==> src/dcache_geom_pkg.sv <==
// address geometry of the data cache; import to split a byte address into tag, set and offsets
`default_nettype none

package dcache_geom_pkg;

    localparam int ADDR_W = 32;  // byte address
    localparam int TAG_W  = 26;
    localparam int IDX_W  = 3;
    localparam int SETS   = 8;
    localparam int WAYS   = 2;

    // one address word, seen either whole or split into its fields
    typedef union packed {
        logic [ADDR_W-1:0] raw;
        struct packed {
            logic [TAG_W-1:0] tag;
            logic [IDX_W-1:0] idx;
            logic             blkoff;   // word within the block
            logic [1:0]       byteoff;
        } fields;
    } dcache_addr_u;

endpackage

`default_nettype wire

==> src/dcache_cpu_pkg.sv <==
// processor-side data word and SC return values, shared by the cache and its testbench
`default_nettype none

package dcache_cpu_pkg;

    typedef logic [31:0] word_t;

    // result word of a store-conditional
    localparam word_t SC_OK_WORD   = 32'd1;
    localparam word_t SC_FAIL_WORD = 32'd0;

endpackage

`default_nettype wire

==> src/dcache_sets.sv <==
// cache storage for 8 sets x 2 ways: lookup, victim and flush read ports, written by the controller
`default_nettype none
`timescale 1ns/1ps

module dcache_sets (
    input  logic                               CLK,
    input  logic                               nRST,
    input  dcache_geom_pkg::dcache_addr_u      addr,
    input  logic                               word_we,
    input  logic                               word_way,
    input  dcache_cpu_pkg::word_t              word_data,
    input  logic                               fill_we,
    input  logic                               fill_way,
    input  logic                               fill_word,
    input  dcache_cpu_pkg::word_t              fill_data,
    input  logic                               lru_we,
    input  logic                               lru_way,
    input  logic [dcache_geom_pkg::IDX_W-1:0]  flush_idx,
    input  logic                               flush_way,
    output logic                               hit,
    output logic                               hit_way,
    output dcache_cpu_pkg::word_t              rdata,
    output logic                               victim_way,
    output logic                               victim_dirty,
    output logic [dcache_geom_pkg::TAG_W-1:0]  victim_tag,
    output dcache_cpu_pkg::word_t              victim_data0,
    output dcache_cpu_pkg::word_t              victim_data1,
    output logic                               flush_dirty,
    output logic [dcache_geom_pkg::TAG_W-1:0]  flush_tag,
    output dcache_cpu_pkg::word_t              flush_data0,
    output dcache_cpu_pkg::word_t              flush_data1
);
    import dcache_geom_pkg::*;
    import dcache_cpu_pkg::*;

    logic [TAG_W-1:0]           tag_r  [SETS][WAYS];
    word_t                      data_r [SETS][WAYS][2];
    logic [SETS-1:0][WAYS-1:0]  valid_r;
    logic [SETS-1:0][WAYS-1:0]  dirty_r;
    logic [SETS-1:0]            lru_r;      // way to evict next

    logic [IDX_W-1:0]           idx;
    logic [WAYS-1:0]            match;

    assign idx = addr.fields.idx;

    assign match[0] = valid_r[idx][0] && (tag_r[idx][0] == addr.fields.tag);
    assign match[1] = valid_r[idx][1] && (tag_r[idx][1] == addr.fields.tag);

    assign hit     = |match;
    assign hit_way = match[1];
    assign rdata   = data_r[idx][hit_way][addr.fields.blkoff];

    // victim follows lru, only worth writing back if valid and dirty
    assign victim_way   = lru_r[idx];
    assign victim_dirty = valid_r[idx][victim_way] && dirty_r[idx][victim_way];
    assign victim_tag   = tag_r[idx][victim_way];
    assign victim_data0 = data_r[idx][victim_way][0];
    assign victim_data1 = data_r[idx][victim_way][1];

    // second read port for the halt walk
    assign flush_dirty = valid_r[flush_idx][flush_way] && dirty_r[flush_idx][flush_way];
    assign flush_tag   = tag_r[flush_idx][flush_way];
    assign flush_data0 = data_r[flush_idx][flush_way][0];
    assign flush_data1 = data_r[flush_idx][flush_way][1];

    always_ff @(posedge CLK or negedge nRST) begin
        if (!nRST) begin
            valid_r <= '0;
            dirty_r <= '0;
            lru_r   <= '0;
        end else begin
            if (word_we) begin
                dirty_r[idx][word_way] <= 1'b1;
            end
            if (fill_we && fill_word) begin  // block complete
                valid_r[idx][fill_way] <= 1'b1;
                dirty_r[idx][fill_way] <= 1'b0;
            end
            if (lru_we) begin
                lru_r[idx] <= lru_way;
            end
        end
    end

    always_ff @(posedge CLK) begin
        if (word_we) begin
            data_r[idx][word_way][addr.fields.blkoff] <= word_data;
        end
        if (fill_we) begin
            data_r[idx][fill_way][fill_word] <= fill_data;
            if (fill_word) begin
                tag_r[idx][fill_way] <= addr.fields.tag;
            end
        end
    end

endmodule

`default_nettype wire

==> src/dcache_link.sv <==
// LL/SC link register; tracks the reserved address and reports whether an SC may succeed
`default_nettype none
`timescale 1ns/1ps

module dcache_link (
    input  logic                          CLK,
    input  logic                          nRST,
    input  dcache_geom_pkg::dcache_addr_u addr,
    input  logic                          dmemREN,
    input  logic                          dmemWEN,
    input  logic                          datomic,
    input  logic                          commit,
    output logic                          sc_ok
);
    import dcache_geom_pkg::*;

    logic [ADDR_W-1:0] link_addr;
    logic              link_valid;
    logic              addr_match;

    assign addr_match = (link_addr == addr.raw);
    assign sc_ok      = link_valid && addr_match;

    always_ff @(posedge CLK or negedge nRST) begin
        if (!nRST) begin
            link_valid <= 1'b0;
        end else if (commit) begin
            if (dmemREN && datomic) begin
                link_valid <= 1'b1;   // LL
            end else if (dmemWEN && (datomic || addr_match)) begin
                link_valid <= 1'b0;   // SC, or plain store to the link
            end
        end
    end

    always_ff @(posedge CLK) begin
        if (commit && dmemREN && datomic) begin
            link_addr <= addr.raw;
        end
    end

endmodule

`default_nettype wire

==> src/dcache_ctrl.sv <==
// cache controller FSM; answers hits, runs write-back and fill on a miss, flushes on halt
`default_nettype none
`timescale 1ns/1ps

module dcache_ctrl (
    input  logic                               CLK,
    input  logic                               nRST,
    input  logic                               dmemREN,
    input  logic                               dmemWEN,
    input  logic                               datomic,
    input  logic                               halt,
    input  dcache_geom_pkg::dcache_addr_u      addr,
    input  dcache_cpu_pkg::word_t              dmemstore,
    input  logic                               hit,
    input  logic                               hit_way,
    input  dcache_cpu_pkg::word_t              rdata,
    input  logic                               victim_way,
    input  logic                               victim_dirty,
    input  logic [dcache_geom_pkg::TAG_W-1:0]  victim_tag,
    input  dcache_cpu_pkg::word_t              victim_data0,
    input  dcache_cpu_pkg::word_t              victim_data1,
    input  logic                               flush_dirty,
    input  logic [dcache_geom_pkg::TAG_W-1:0]  flush_tag,
    input  dcache_cpu_pkg::word_t              flush_data0,
    input  dcache_cpu_pkg::word_t              flush_data1,
    input  logic                               sc_ok,
    input  dcache_cpu_pkg::word_t              dload,
    input  logic                               dwait,
    output logic                               dhit,
    output dcache_cpu_pkg::word_t              dmemload,
    output logic                               flushed,
    output logic                               dREN,
    output logic                               dWEN,
    output logic [dcache_geom_pkg::ADDR_W-1:0] daddr,
    output dcache_cpu_pkg::word_t              dstore,
    output logic                               word_we,
    output logic                               word_way,
    output dcache_cpu_pkg::word_t              word_data,
    output logic                               fill_we,
    output logic                               fill_way,
    output logic                               fill_word,
    output dcache_cpu_pkg::word_t              fill_data,
    output logic                               lru_we,
    output logic                               lru_way,
    output logic [dcache_geom_pkg::IDX_W-1:0]  flush_idx,
    output logic                               flush_way
);
    import dcache_geom_pkg::*;
    import dcache_cpu_pkg::*;

    localparam logic [3:0] idle       = 4'd0;
    localparam logic [3:0] wb0        = 4'd1;
    localparam logic [3:0] wb1        = 4'd2;
    localparam logic [3:0] load0      = 4'd3;
    localparam logic [3:0] load1      = 4'd4;
    localparam logic [3:0] flush_scan = 4'd5;
    localparam logic [3:0] flush0     = 4'd6;
    localparam logic [3:0] flush1     = 4'd7;
    localparam logic [3:0] halted     = 4'd8;

    logic [3:0]       state, next_state;
    logic [IDX_W-1:0] flush_row;
    logic             flush_way_r;
    logic             advance;      // step the walk to the next frame
    logic             last_frame;
    logic             sc;
    dcache_addr_u     bus_addr;

    assign sc         = dmemWEN && datomic;
    assign last_frame = (flush_row == IDX_W'(SETS - 1)) && flush_way_r;
    assign flushed    = (state == halted);
    assign flush_idx  = flush_row;
    assign flush_way  = flush_way_r;
    assign daddr      = bus_addr.raw;
    assign word_data  = dmemstore;
    assign fill_data  = dload;

    always_ff @(posedge CLK or negedge nRST) begin
        if (!nRST) begin
            state       <= idle;
            flush_row   <= '0;
            flush_way_r <= 1'b0;
        end else begin
            state <= next_state;
            if (advance) begin
                flush_way_r <= ~flush_way_r;
                if (flush_way_r) begin
                    flush_row <= flush_row + 1'b1;
                end
            end
        end
    end

    always_comb begin
        next_state = state;
        dhit       = 1'b0;
        dmemload   = '0;
        dREN       = 1'b0;
        dWEN       = 1'b0;
        dstore     = '0;
        word_we    = 1'b0;
        word_way   = hit_way;
        fill_we    = 1'b0;
        fill_way   = victim_way;   // fill replaces the victim
        fill_word  = 1'b0;
        lru_we     = 1'b0;
        lru_way    = ~hit_way;
        advance    = 1'b0;
        bus_addr                = '0;
        bus_addr.fields.tag     = addr.fields.tag;
        bus_addr.fields.idx     = addr.fields.idx;

        case (state)
            idle: begin
                if (halt) begin
                    next_state = flush_scan;
                end else if (sc && !sc_ok) begin
                    dhit     = 1'b1;
                    dmemload = SC_FAIL_WORD;
                end else if ((dmemREN || dmemWEN) && hit) begin
                    dhit     = 1'b1;
                    lru_we   = 1'b1;
                    word_we  = dmemWEN;
                    dmemload = sc ? SC_OK_WORD : rdata;
                end else if (dmemREN || dmemWEN) begin
                    next_state = victim_dirty ? wb0 : load0;
                end
            end
            wb0, wb1: begin
                dWEN                   = 1'b1;
                bus_addr.fields.tag    = victim_tag;
                bus_addr.fields.blkoff = (state == wb1);
                dstore                 = (state == wb1) ? victim_data1 : victim_data0;
                if (!dwait) begin
                    next_state = (state == wb1) ? load0 : wb1;
                end
            end
            load0, load1: begin
                dREN                   = 1'b1;
                bus_addr.fields.blkoff = (state == load1);
                fill_we                = !dwait;
                fill_word              = (state == load1);
                if (!dwait) begin
                    next_state = (state == load1) ? idle : load1;  // retry hits
                end
            end
            flush_scan: begin
                if (flush_dirty) begin
                    next_state = flush0;
                end else begin
                    advance    = 1'b1;
                    next_state = last_frame ? halted : flush_scan;
                end
            end
            flush0, flush1: begin
                dWEN                   = 1'b1;
                bus_addr.fields.tag    = flush_tag;
                bus_addr.fields.idx    = flush_row;
                bus_addr.fields.blkoff = (state == flush1);
                dstore                 = (state == flush1) ? flush_data1 : flush_data0;
                if (!dwait && state == flush0) begin
                    next_state = flush1;
                end else if (!dwait) begin
                    advance    = 1'b1;
                    next_state = last_frame ? halted : flush_scan;
                end
            end
            halted: begin
                next_state = halted;
            end
            default: begin
                next_state = idle;
            end
        endcase
    end

endmodule

`default_nettype wire

==> src/dcache.sv <==
// data cache top; connects storage, link register and controller between datapath and memory bus
`default_nettype none
`timescale 1ns/1ps

module dcache (
    input  logic                               CLK,
    input  logic                               nRST,
    input  logic                               dmemREN,
    input  logic                               dmemWEN,
    input  logic                               datomic,
    input  logic                               halt,
    input  dcache_geom_pkg::dcache_addr_u      dmemaddr,
    input  dcache_cpu_pkg::word_t              dmemstore,
    output logic                               dhit,
    output dcache_cpu_pkg::word_t              dmemload,
    output logic                               flushed,
    output logic                               dREN,
    output logic                               dWEN,
    output logic [dcache_geom_pkg::ADDR_W-1:0] daddr,
    output dcache_cpu_pkg::word_t              dstore,
    input  dcache_cpu_pkg::word_t              dload,
    input  logic                               dwait
);
    import dcache_geom_pkg::*;
    import dcache_cpu_pkg::*;

    logic             hit, hit_way;
    word_t            rdata;
    logic             victim_way, victim_dirty;
    logic [TAG_W-1:0] victim_tag, flush_tag;
    word_t            victim_data0, victim_data1;
    logic             flush_dirty;
    word_t            flush_data0, flush_data1;
    logic             word_we, word_way, fill_we, fill_way, fill_word;
    word_t            word_data, fill_data;
    logic             lru_we, lru_way;
    logic [IDX_W-1:0] flush_idx;
    logic             flush_way;
    logic             sc_ok;

    dcache_sets i_sets (
        .CLK, .nRST, .addr(dmemaddr),
        .word_we, .word_way, .word_data,
        .fill_we, .fill_way, .fill_word, .fill_data,
        .lru_we, .lru_way, .flush_idx, .flush_way,
        .hit, .hit_way, .rdata,
        .victim_way, .victim_dirty, .victim_tag, .victim_data0, .victim_data1,
        .flush_dirty, .flush_tag, .flush_data0, .flush_data1
    );

    // link commits on the same pulse that completes the request
    dcache_link i_link (
        .CLK, .nRST, .addr(dmemaddr),
        .dmemREN, .dmemWEN, .datomic,
        .commit(dhit), .sc_ok
    );

    dcache_ctrl i_ctrl (
        .CLK, .nRST, .dmemREN, .dmemWEN, .datomic, .halt,
        .addr(dmemaddr), .dmemstore,
        .hit, .hit_way, .rdata,
        .victim_way, .victim_dirty, .victim_tag, .victim_data0, .victim_data1,
        .flush_dirty, .flush_tag, .flush_data0, .flush_data1,
        .sc_ok, .dload, .dwait,
        .dhit, .dmemload, .flushed, .dREN, .dWEN, .daddr, .dstore,
        .word_we, .word_way, .word_data,
        .fill_we, .fill_way, .fill_word, .fill_data,
        .lru_we, .lru_way, .flush_idx, .flush_way
    );

endmodule

`default_nettype wire

==> config.mk <==
export PLATFORM = sky130hd
export DESIGN_NAME = dcache
export DESIGN_NICKNAME = d
export VERILOG_FILES = /design/src/dcache_geom_pkg.sv /design/src/dcache_cpu_pkg.sv /design/src/dcache_sets.sv /design/src/dcache_link.sv /design/src/dcache_ctrl.sv /design/src/dcache.sv
export SDC_FILE = /design/constraint.sdc
export NUM_CORES = 2
export LEC_CHECK = 0
export BUFFER_PORTS_ARGS = -buffer_cell sky130_fd_sc_hd__buf_2
export CAP_MARGIN = 10
export CORE_UTILIZATION = 30
export CTS_CLUSTER_SIZE = 20
export DETAILED_ROUTE_END_ITERATION = 6
export PLACE_DENSITY = 0.46
export SYNTH_ARGS = -nofsm -noshare
export SYNTH_HDL_FRONTEND = slang
export SYNTH_HIERARCHICAL = 1
export SYNTH_SLANG_ARGS = --single-unit
==> constraint.sdc <==
create_clock -name CLK -period 7.1 [get_ports CLK]
set_input_delay 1.065 -clock CLK [delete_from_list [all_inputs] [get_ports CLK]]
set_output_delay 1.065 -clock CLK [all_outputs]
set_load 0.005 [all_outputs]
---- Word-level counts from Yosys, hierarchy flattened ----
Memories as Yosys holds them, arrays and structs flattened.
Cells that the tools add are included.
storage, ports and cells
  input port bits ......................... 103
  memories ................................ 2
  logic and storage cells ................. 475
  output and inout bits ................... 100
  RAM bits ................................ 1,440
  bits in registers ....................... 81
cells by class
  reductions and logical operators ........ 36
  magnitude comparators ................... 17
  eq/ne operators ......................... 18
  muxes and demuxes ....................... 240
  bitwise operators ....................... 139
  add/subtract/negate cells ............... 1
memories
  name           depth  bits a word  rd ports  clocked after memory_dff  wr ports  line               RTL
  i_sets.data_r  8      128          2         0                         1         dcache_sets.sv:37  word_t data_r [SETS][WAYS][2];
  i_sets.tag_r   8      52           2         0                         1         dcache_sets.sv:36  logic [TAG_W-1:0] tag_r [SETS][WAYS];
operators with widths
  kind                                                                    count
  64-bit 2-to-1 mux                                                       11
  32-bit 2-to-1 mux                                                       12
  128-bit 2-to-1 mux                                                      2
  26-bit 2-to-1 mux                                                       7
  1-bit 2-to-1 mux                                                        165
  64-bit demux with 1-bit select                                          2
  1-bit bitwise OR                                                        128
  32-bit demux with 1-bit select                                          2
  32-bit case mux with 2 select lines                                     1
  26-bit equality test                                                    2
  52-bit 2-to-1 mux                                                       1
  26-bit case mux with 2 select lines                                     1
  4-bit 2-to-1 mux                                                        10
  32-bit equality test                                                    1
  16-bit 2-to-1 mux                                                       2
  16-bit bitwise OR                                                       2
  26-bit demux with 1-bit select                                          1
  2-bit binary-select mux with 3-bit select                               4
  4-bit case mux with 6 select lines                                      1
  1-bit logical AND                                                       22
  16-bit bitwise AND                                                      1
  4-bit by 3-bit equality test with 1-bit output (second input constant)  4
  16-bit inverter                                                         1
  2-bit 2-to-1 mux                                                        7
  32 further kinds                                                        61

---- Longest topological paths before layout ----
  word-level depth ........................ 15
  gate-level depth with buffers ........... 22
  depth with buffers taken out ............ 13

---- By module ----
The synthesis kept the hierarchy.
by module, submodules not included
  module       instances  seq. area each (um^2)  cells each  area an instance (um^2)
  dcache_sets  1          44,242.4               4,038       69,402.8
  dcache_ctrl  1          200.2                  372         2,810.2
  dcache_link  1          985.9                  82          1,365.1

---- Least setup slack after synthesis ----
No wires, ideal clock.
  kind .................................... input port to flip-flop
  from .................................... input port dmemaddr[3] (netlist name)
  to ...................................... memory i_sets/data_r[0][100] (netlist name) (enable)
  data arrival time ....................... 6,249 ps
  data required time ...................... 6,679 ps
  path slack .............................. 430 ps
  setup time .............................. 421 ps
  stages .................................. 20
  buffers on the path ..................... 9
  cells stage by stage .................... buf_4 > buf_6 > buf_6 > buf_6 > buf_4 > buf_4 > buf_2 > buf_2 > mux2i_1 > o22ai_1 > nor3_1 > xor2_1 > nand4_1 > o41ai_2 > nand3b_1 > nor3b_1 > nor2b_1 > clkbuf_1 > a21oi_1 > nor2_1
on the way
  longest elaborated chain between the ends .. 12
  elaborated cells on any way between the ends .. 35
  those cells by class .................... order compare: 4; eq/ne: 3; mux: 15; bitwise: 3; reduce/logical: 9; memory: 1
ends and longest elaborated chain
  element                                                                              line                                  RTL
  start, declared                                                                      dcache.sv:12                          input dcache_geom_pkg::dcache_addr_u dmemaddr,
  memory read 8 x 52 bit or 2-bit binary-select mux with 3-bit select (tied branches)  n/a
  26-bit equality test, or another cell as far along                                   dcache_sets.sv:47                     assign match[0] = valid_r[idx][0] && (tag_r[idx][0] == addr.fields.tag);
  1-bit logical AND (on tied branches)                                                 dcache_sets.sv:47, dcache_sets.sv:48
  2-bit OR reduction *                                                                 dcache_sets.sv:50                     assign hit = |match;
  named net hit                                                                        dcache.sv:27                          logic hit, hit_way;
  1-bit logical AND *                                                                  dcache_ctrl.sv:120                    end else if ((dmemREN || dmemWEN) && hit) begin
  1-bit 2-to-1 mux *                                                                   dcache_ctrl.sv:120
  1-bit 2-to-1 mux *                                                                   dcache_ctrl.sv:117                    end else if (sc && !sc_ok) begin
  1-bit 2-to-1 mux *                                                                   dcache_ctrl.sv:115                    if (halt) begin
  1-bit 2-to-1 mux *                                                                   dcache_ctrl.sv:113                    case (state)
  named net word_we                                                                    dcache.sv:34                          logic word_we, word_way, fill_we, fill_way, fill_word;
  1-bit 2-to-1 mux *                                                                   dcache_sets.sv:87                     if (word_we) begin
  128-bit 2-to-1 mux (implied by the code) *                                           dcache_sets.sv:88                     data_r[idx][word_way][addr.fields.blkoff] <= word_data;
  1-bit bitwise OR (no line) *                                                         n/a
  end, declared                                                                        dcache_sets.sv:37
Mark *: on every way through the listed nets, which the timed path passes. The rest lies on a longest branch. The select of a mux whose other input is x is not followed.

---- Worst setup path in the final report ----
  from .................................... input port dmemaddr[5] (netlist name)
  to ...................................... output port dmemload[5]
on the way
  elaborated cells on any way between the ends .. 26
  those cells by class .................... eq/ne: 3; mux: 13; bitwise: 1; reduce/logical: 7; memory: 2
RTL lines
  element                                                                              line                                  RTL
  memory read 8 x 52 bit or 2-bit binary-select mux with 3-bit select (tied branches)  n/a
  26-bit equality test, or another cell as far along                                   dcache_sets.sv:47
  1-bit logical AND (on tied branches)                                                 dcache_sets.sv:47, dcache_sets.sv:48
  2-bit OR reduction *                                                                 dcache_sets.sv:50
  named net hit                                                                        dcache.sv:27
  1-bit logical AND *                                                                  dcache_ctrl.sv:120
  32-bit 2-to-1 mux *                                                                  dcache_ctrl.sv:120
  32-bit 2-to-1 mux *                                                                  dcache_ctrl.sv:117
  32-bit 2-to-1 mux *                                                                  dcache_ctrl.sv:115
  32-bit 2-to-1 mux *                                                                  dcache_ctrl.sv:113
  end, declared                                                                        dcache.sv:15                          output dcache_cpu_pkg::word_t dmemload,
Marks and branches as above.

==> out/results.tsv <==
metric	value	unit
firstDrtPassIters	6	
fillerInstances	22897	
path_class	primary input to output pin	
multiInputGateArea	0.02664	mm2
synth_area_leaders	edfxtp_1, mux4_2, a22oi_1	
startpoint_type	primary input	
async_reset_ff_share	3.222	%
period_share	98.43	%
path_max_fanout	33	
root_buffer	clkbuf_16	
antenna_found_initial	26	
max_freq	0.1431	GHz
clk_latency	840	ps
wire_per_inst	38.14	um
io_buffers	200	
start_util	30.22	%
grt_setup_unrepaired	false	
slew_headroom	22.75	%
grt_pass1_wl	418.7	mm
grt_pass1_vias	48536	
grt_use_total	24.40	%
dieArea	0.2472	mm2
cap_violations	0	
layout_setup_ws	111.7	ps
synth_cell_type_count	76	
cp_data_arrival_time	5920	ps
die_x	497.2	um
yosysMostFrequentCell	edfxtp_1	
placedInstanceArea	0.08009	mm2
ir_drop	207.8	uV
syn_to_final_growth	16.85	%
p_leak	0.02687	uW
cts_buffers	171	
final_cell_area	0.08598	mm2
finalMaxSlewViolations	0	
vias	49118	
ys.flop_type	edfxtp_1	
tightestPinTransition	1157	ps
place.gp.congestion	0.8594	
cts_htree_levels	4	
cts.clk_slew.worst_paths	50	ps
yosys-top-cells-count	edfxtp_1, mux4_2, a22oi_1	
clk_path_buf_depth	3	
setup_violations	0	
end_kind	output pin	
nets	4802	
drive_above_1_share	31.45	%
finalHoldViolCount	0	
grt.overflow.total	0	
hold_class	primary input to asynchronous set/reset pin	
drc	0	
synth_top_area_cell	edfxtp_1	
drt-total-wl	308.1	mm
cts_hold_buf	0	
synth-seq-cells	1521	
ant_nets	0	
fin_skew	59.31	ps
dp_slack	-156.0	ps
die_h	497.2	um
dpl.hpwl	188.1	mm
post-synth-top-area-fraction	60.08	%
synth_edf_count	1472	
cp.required	6030	ps
viasPerCell	6.080	
fin_tns_setup	0	ps
grt_max_degree	90	
synthCells	4492	
row_count	181	
ios	203	
core	0.2435	mm2
outcome	finished, final reports clean	
clkSinkCount	1521	
yosysSeqAreaShare	61.74	%
holdWs	384.3	ps
finalCriticalPeriod	6988	ps
total_power	20170	uW
yosys_warnings	6	
synth_area	0.07358	mm2
syn_area_per_cell	16.38	um2
cts_tree	built	
powerDensity	234.6	mW/mm2
drt_first_iter_violations	6436	
seq_area	0.04545	mm2
## cell families (layout without fill, tap and decap cells)
family,count (synthesis),in the layout,synth area share (%)
buf+inv,434,783,2.763
fa+ha+maj,2,2,0.03400
simple gates,719,719,5.035
xor+xnor,72,72,0.8570
mux,902,902,20.88
compound gates,841,841,8.683
flops,1521,1521,61.74
other cells,1,37,0.005097
## cell type report
type	instances	share of cell area, %
sequential	1521	52.86
tap	3202	4.660
inverter	11	0.05385
clock inverter	122	1.435
clock buffer	196	5.270
multi-input combinational	2538	30.99
timing repair buffer	454	4.629
antenna	35	0.1019
## flip-flops by register name (all words and copies together) (netlist names)
register	cells
i_sets/data_r	1024
i_sets/tag_r	416
i_link/link_addr	32
i_sets/dirty_r	16
i_sets/valid_r	16
i_sets/lru_r	8
i_ctrl/state	4
i_ctrl/flush_idx	3
i_ctrl/flush_way	1
i_link/link_valid	1
## routing by layer
metal / vias up / track usage (%) / share of wire (%)
li1: 19165 / - / -
met1: 26302 / 33.13 / 41
met2: 3097 / 38.91 / 46
met3: 550 / 4.811 / 9.3
met4: 4 / 8.129 / 3.6
met5: - / 0 / 0.0088
## stage by stage
stage / util, % / cells
floorplan: - / 4493
global placement: 32.89 / 7724
detailed placement: 32.90 / 7725
CTS: 35.27 / 8043
global route: 35.31 / 8070
finish: 35.32 / 8079
## placed cells by master, fill, tap and decap left out, types with 37 or more instances in the layout
cell	netlist	routed
clkbuf_16	0	177
o21ai_0	38	38
a221oi_1	118	118
nor2_1	214	156
a221o_1	82	82
buf_2	46	196
a22o_1	61	61
and3_1	62	61
edfxtp_1	1472	1472
a21oi_1	119	117
nand2_1	164	163
clkinv_1	1	44
and2_1	37	37
xor2_1	50	50
nor2_4	0	54
mux2_2	196	196
buf_4	80	172
buf_12	0	84
mux4_2	486	486
mux2i_1	213	213
a22oi_1	308	308
dfrtp_1	49	44
## power by group
group	switching, uW	internal, uW	leakage (uW)
Combinational	828	348	0.0102
Clock	3840	5320	0.00280
Sequential	0	9830	0.0139
## final timing paths
check	slack [ps]	cells after the start	to	start
setup / recovery	110	15	dmemload[5]	dmemaddr[5]
hold / removal	380	2	i_ctrl/state[0]$_DFFE_PN0P_	nRST
setup reg to reg	1540	14	i_sets/data_r[7][119]$_DFFE_PP_	i_sets/tag_r[3][38]$_DFFE_PP_
hold reg to reg	500	1	i_sets/valid_r[9]$_DFFE_PN0P_	i_sets/valid_r[9]$_DFFE_PN0P_
max in group asynchronous	6180	2	i_ctrl/flush_idx[0]$_DFFE_PN0P_	nRST
min in group CLK	430	1	i_link/link_addr[0]$_DFFE_PP_	dmemaddr[0]
## critical path, stage by stage
cell and delay (ps):
buf_4 440, nand2_1 300, nor2_4 460, buf_4 760
a22o_1 260, nor3_1 50, buf_4 150, xor2_1 260
nand4_1 170, o41ai_2 610, nand3b_1 380, a21oi_4 330
buf_12 240, and2_1 170, buf_2 130
## repair_timing
| item | CTS | global route |
|---|---|---|
| setup buffers | 0 | 1 |
| resized for setup | 1 | 2 |
| cloned | 0 | 0 |
| endpoints found under the setup margin | 6 | 32 |
Power figures use the tool's default switching activity.
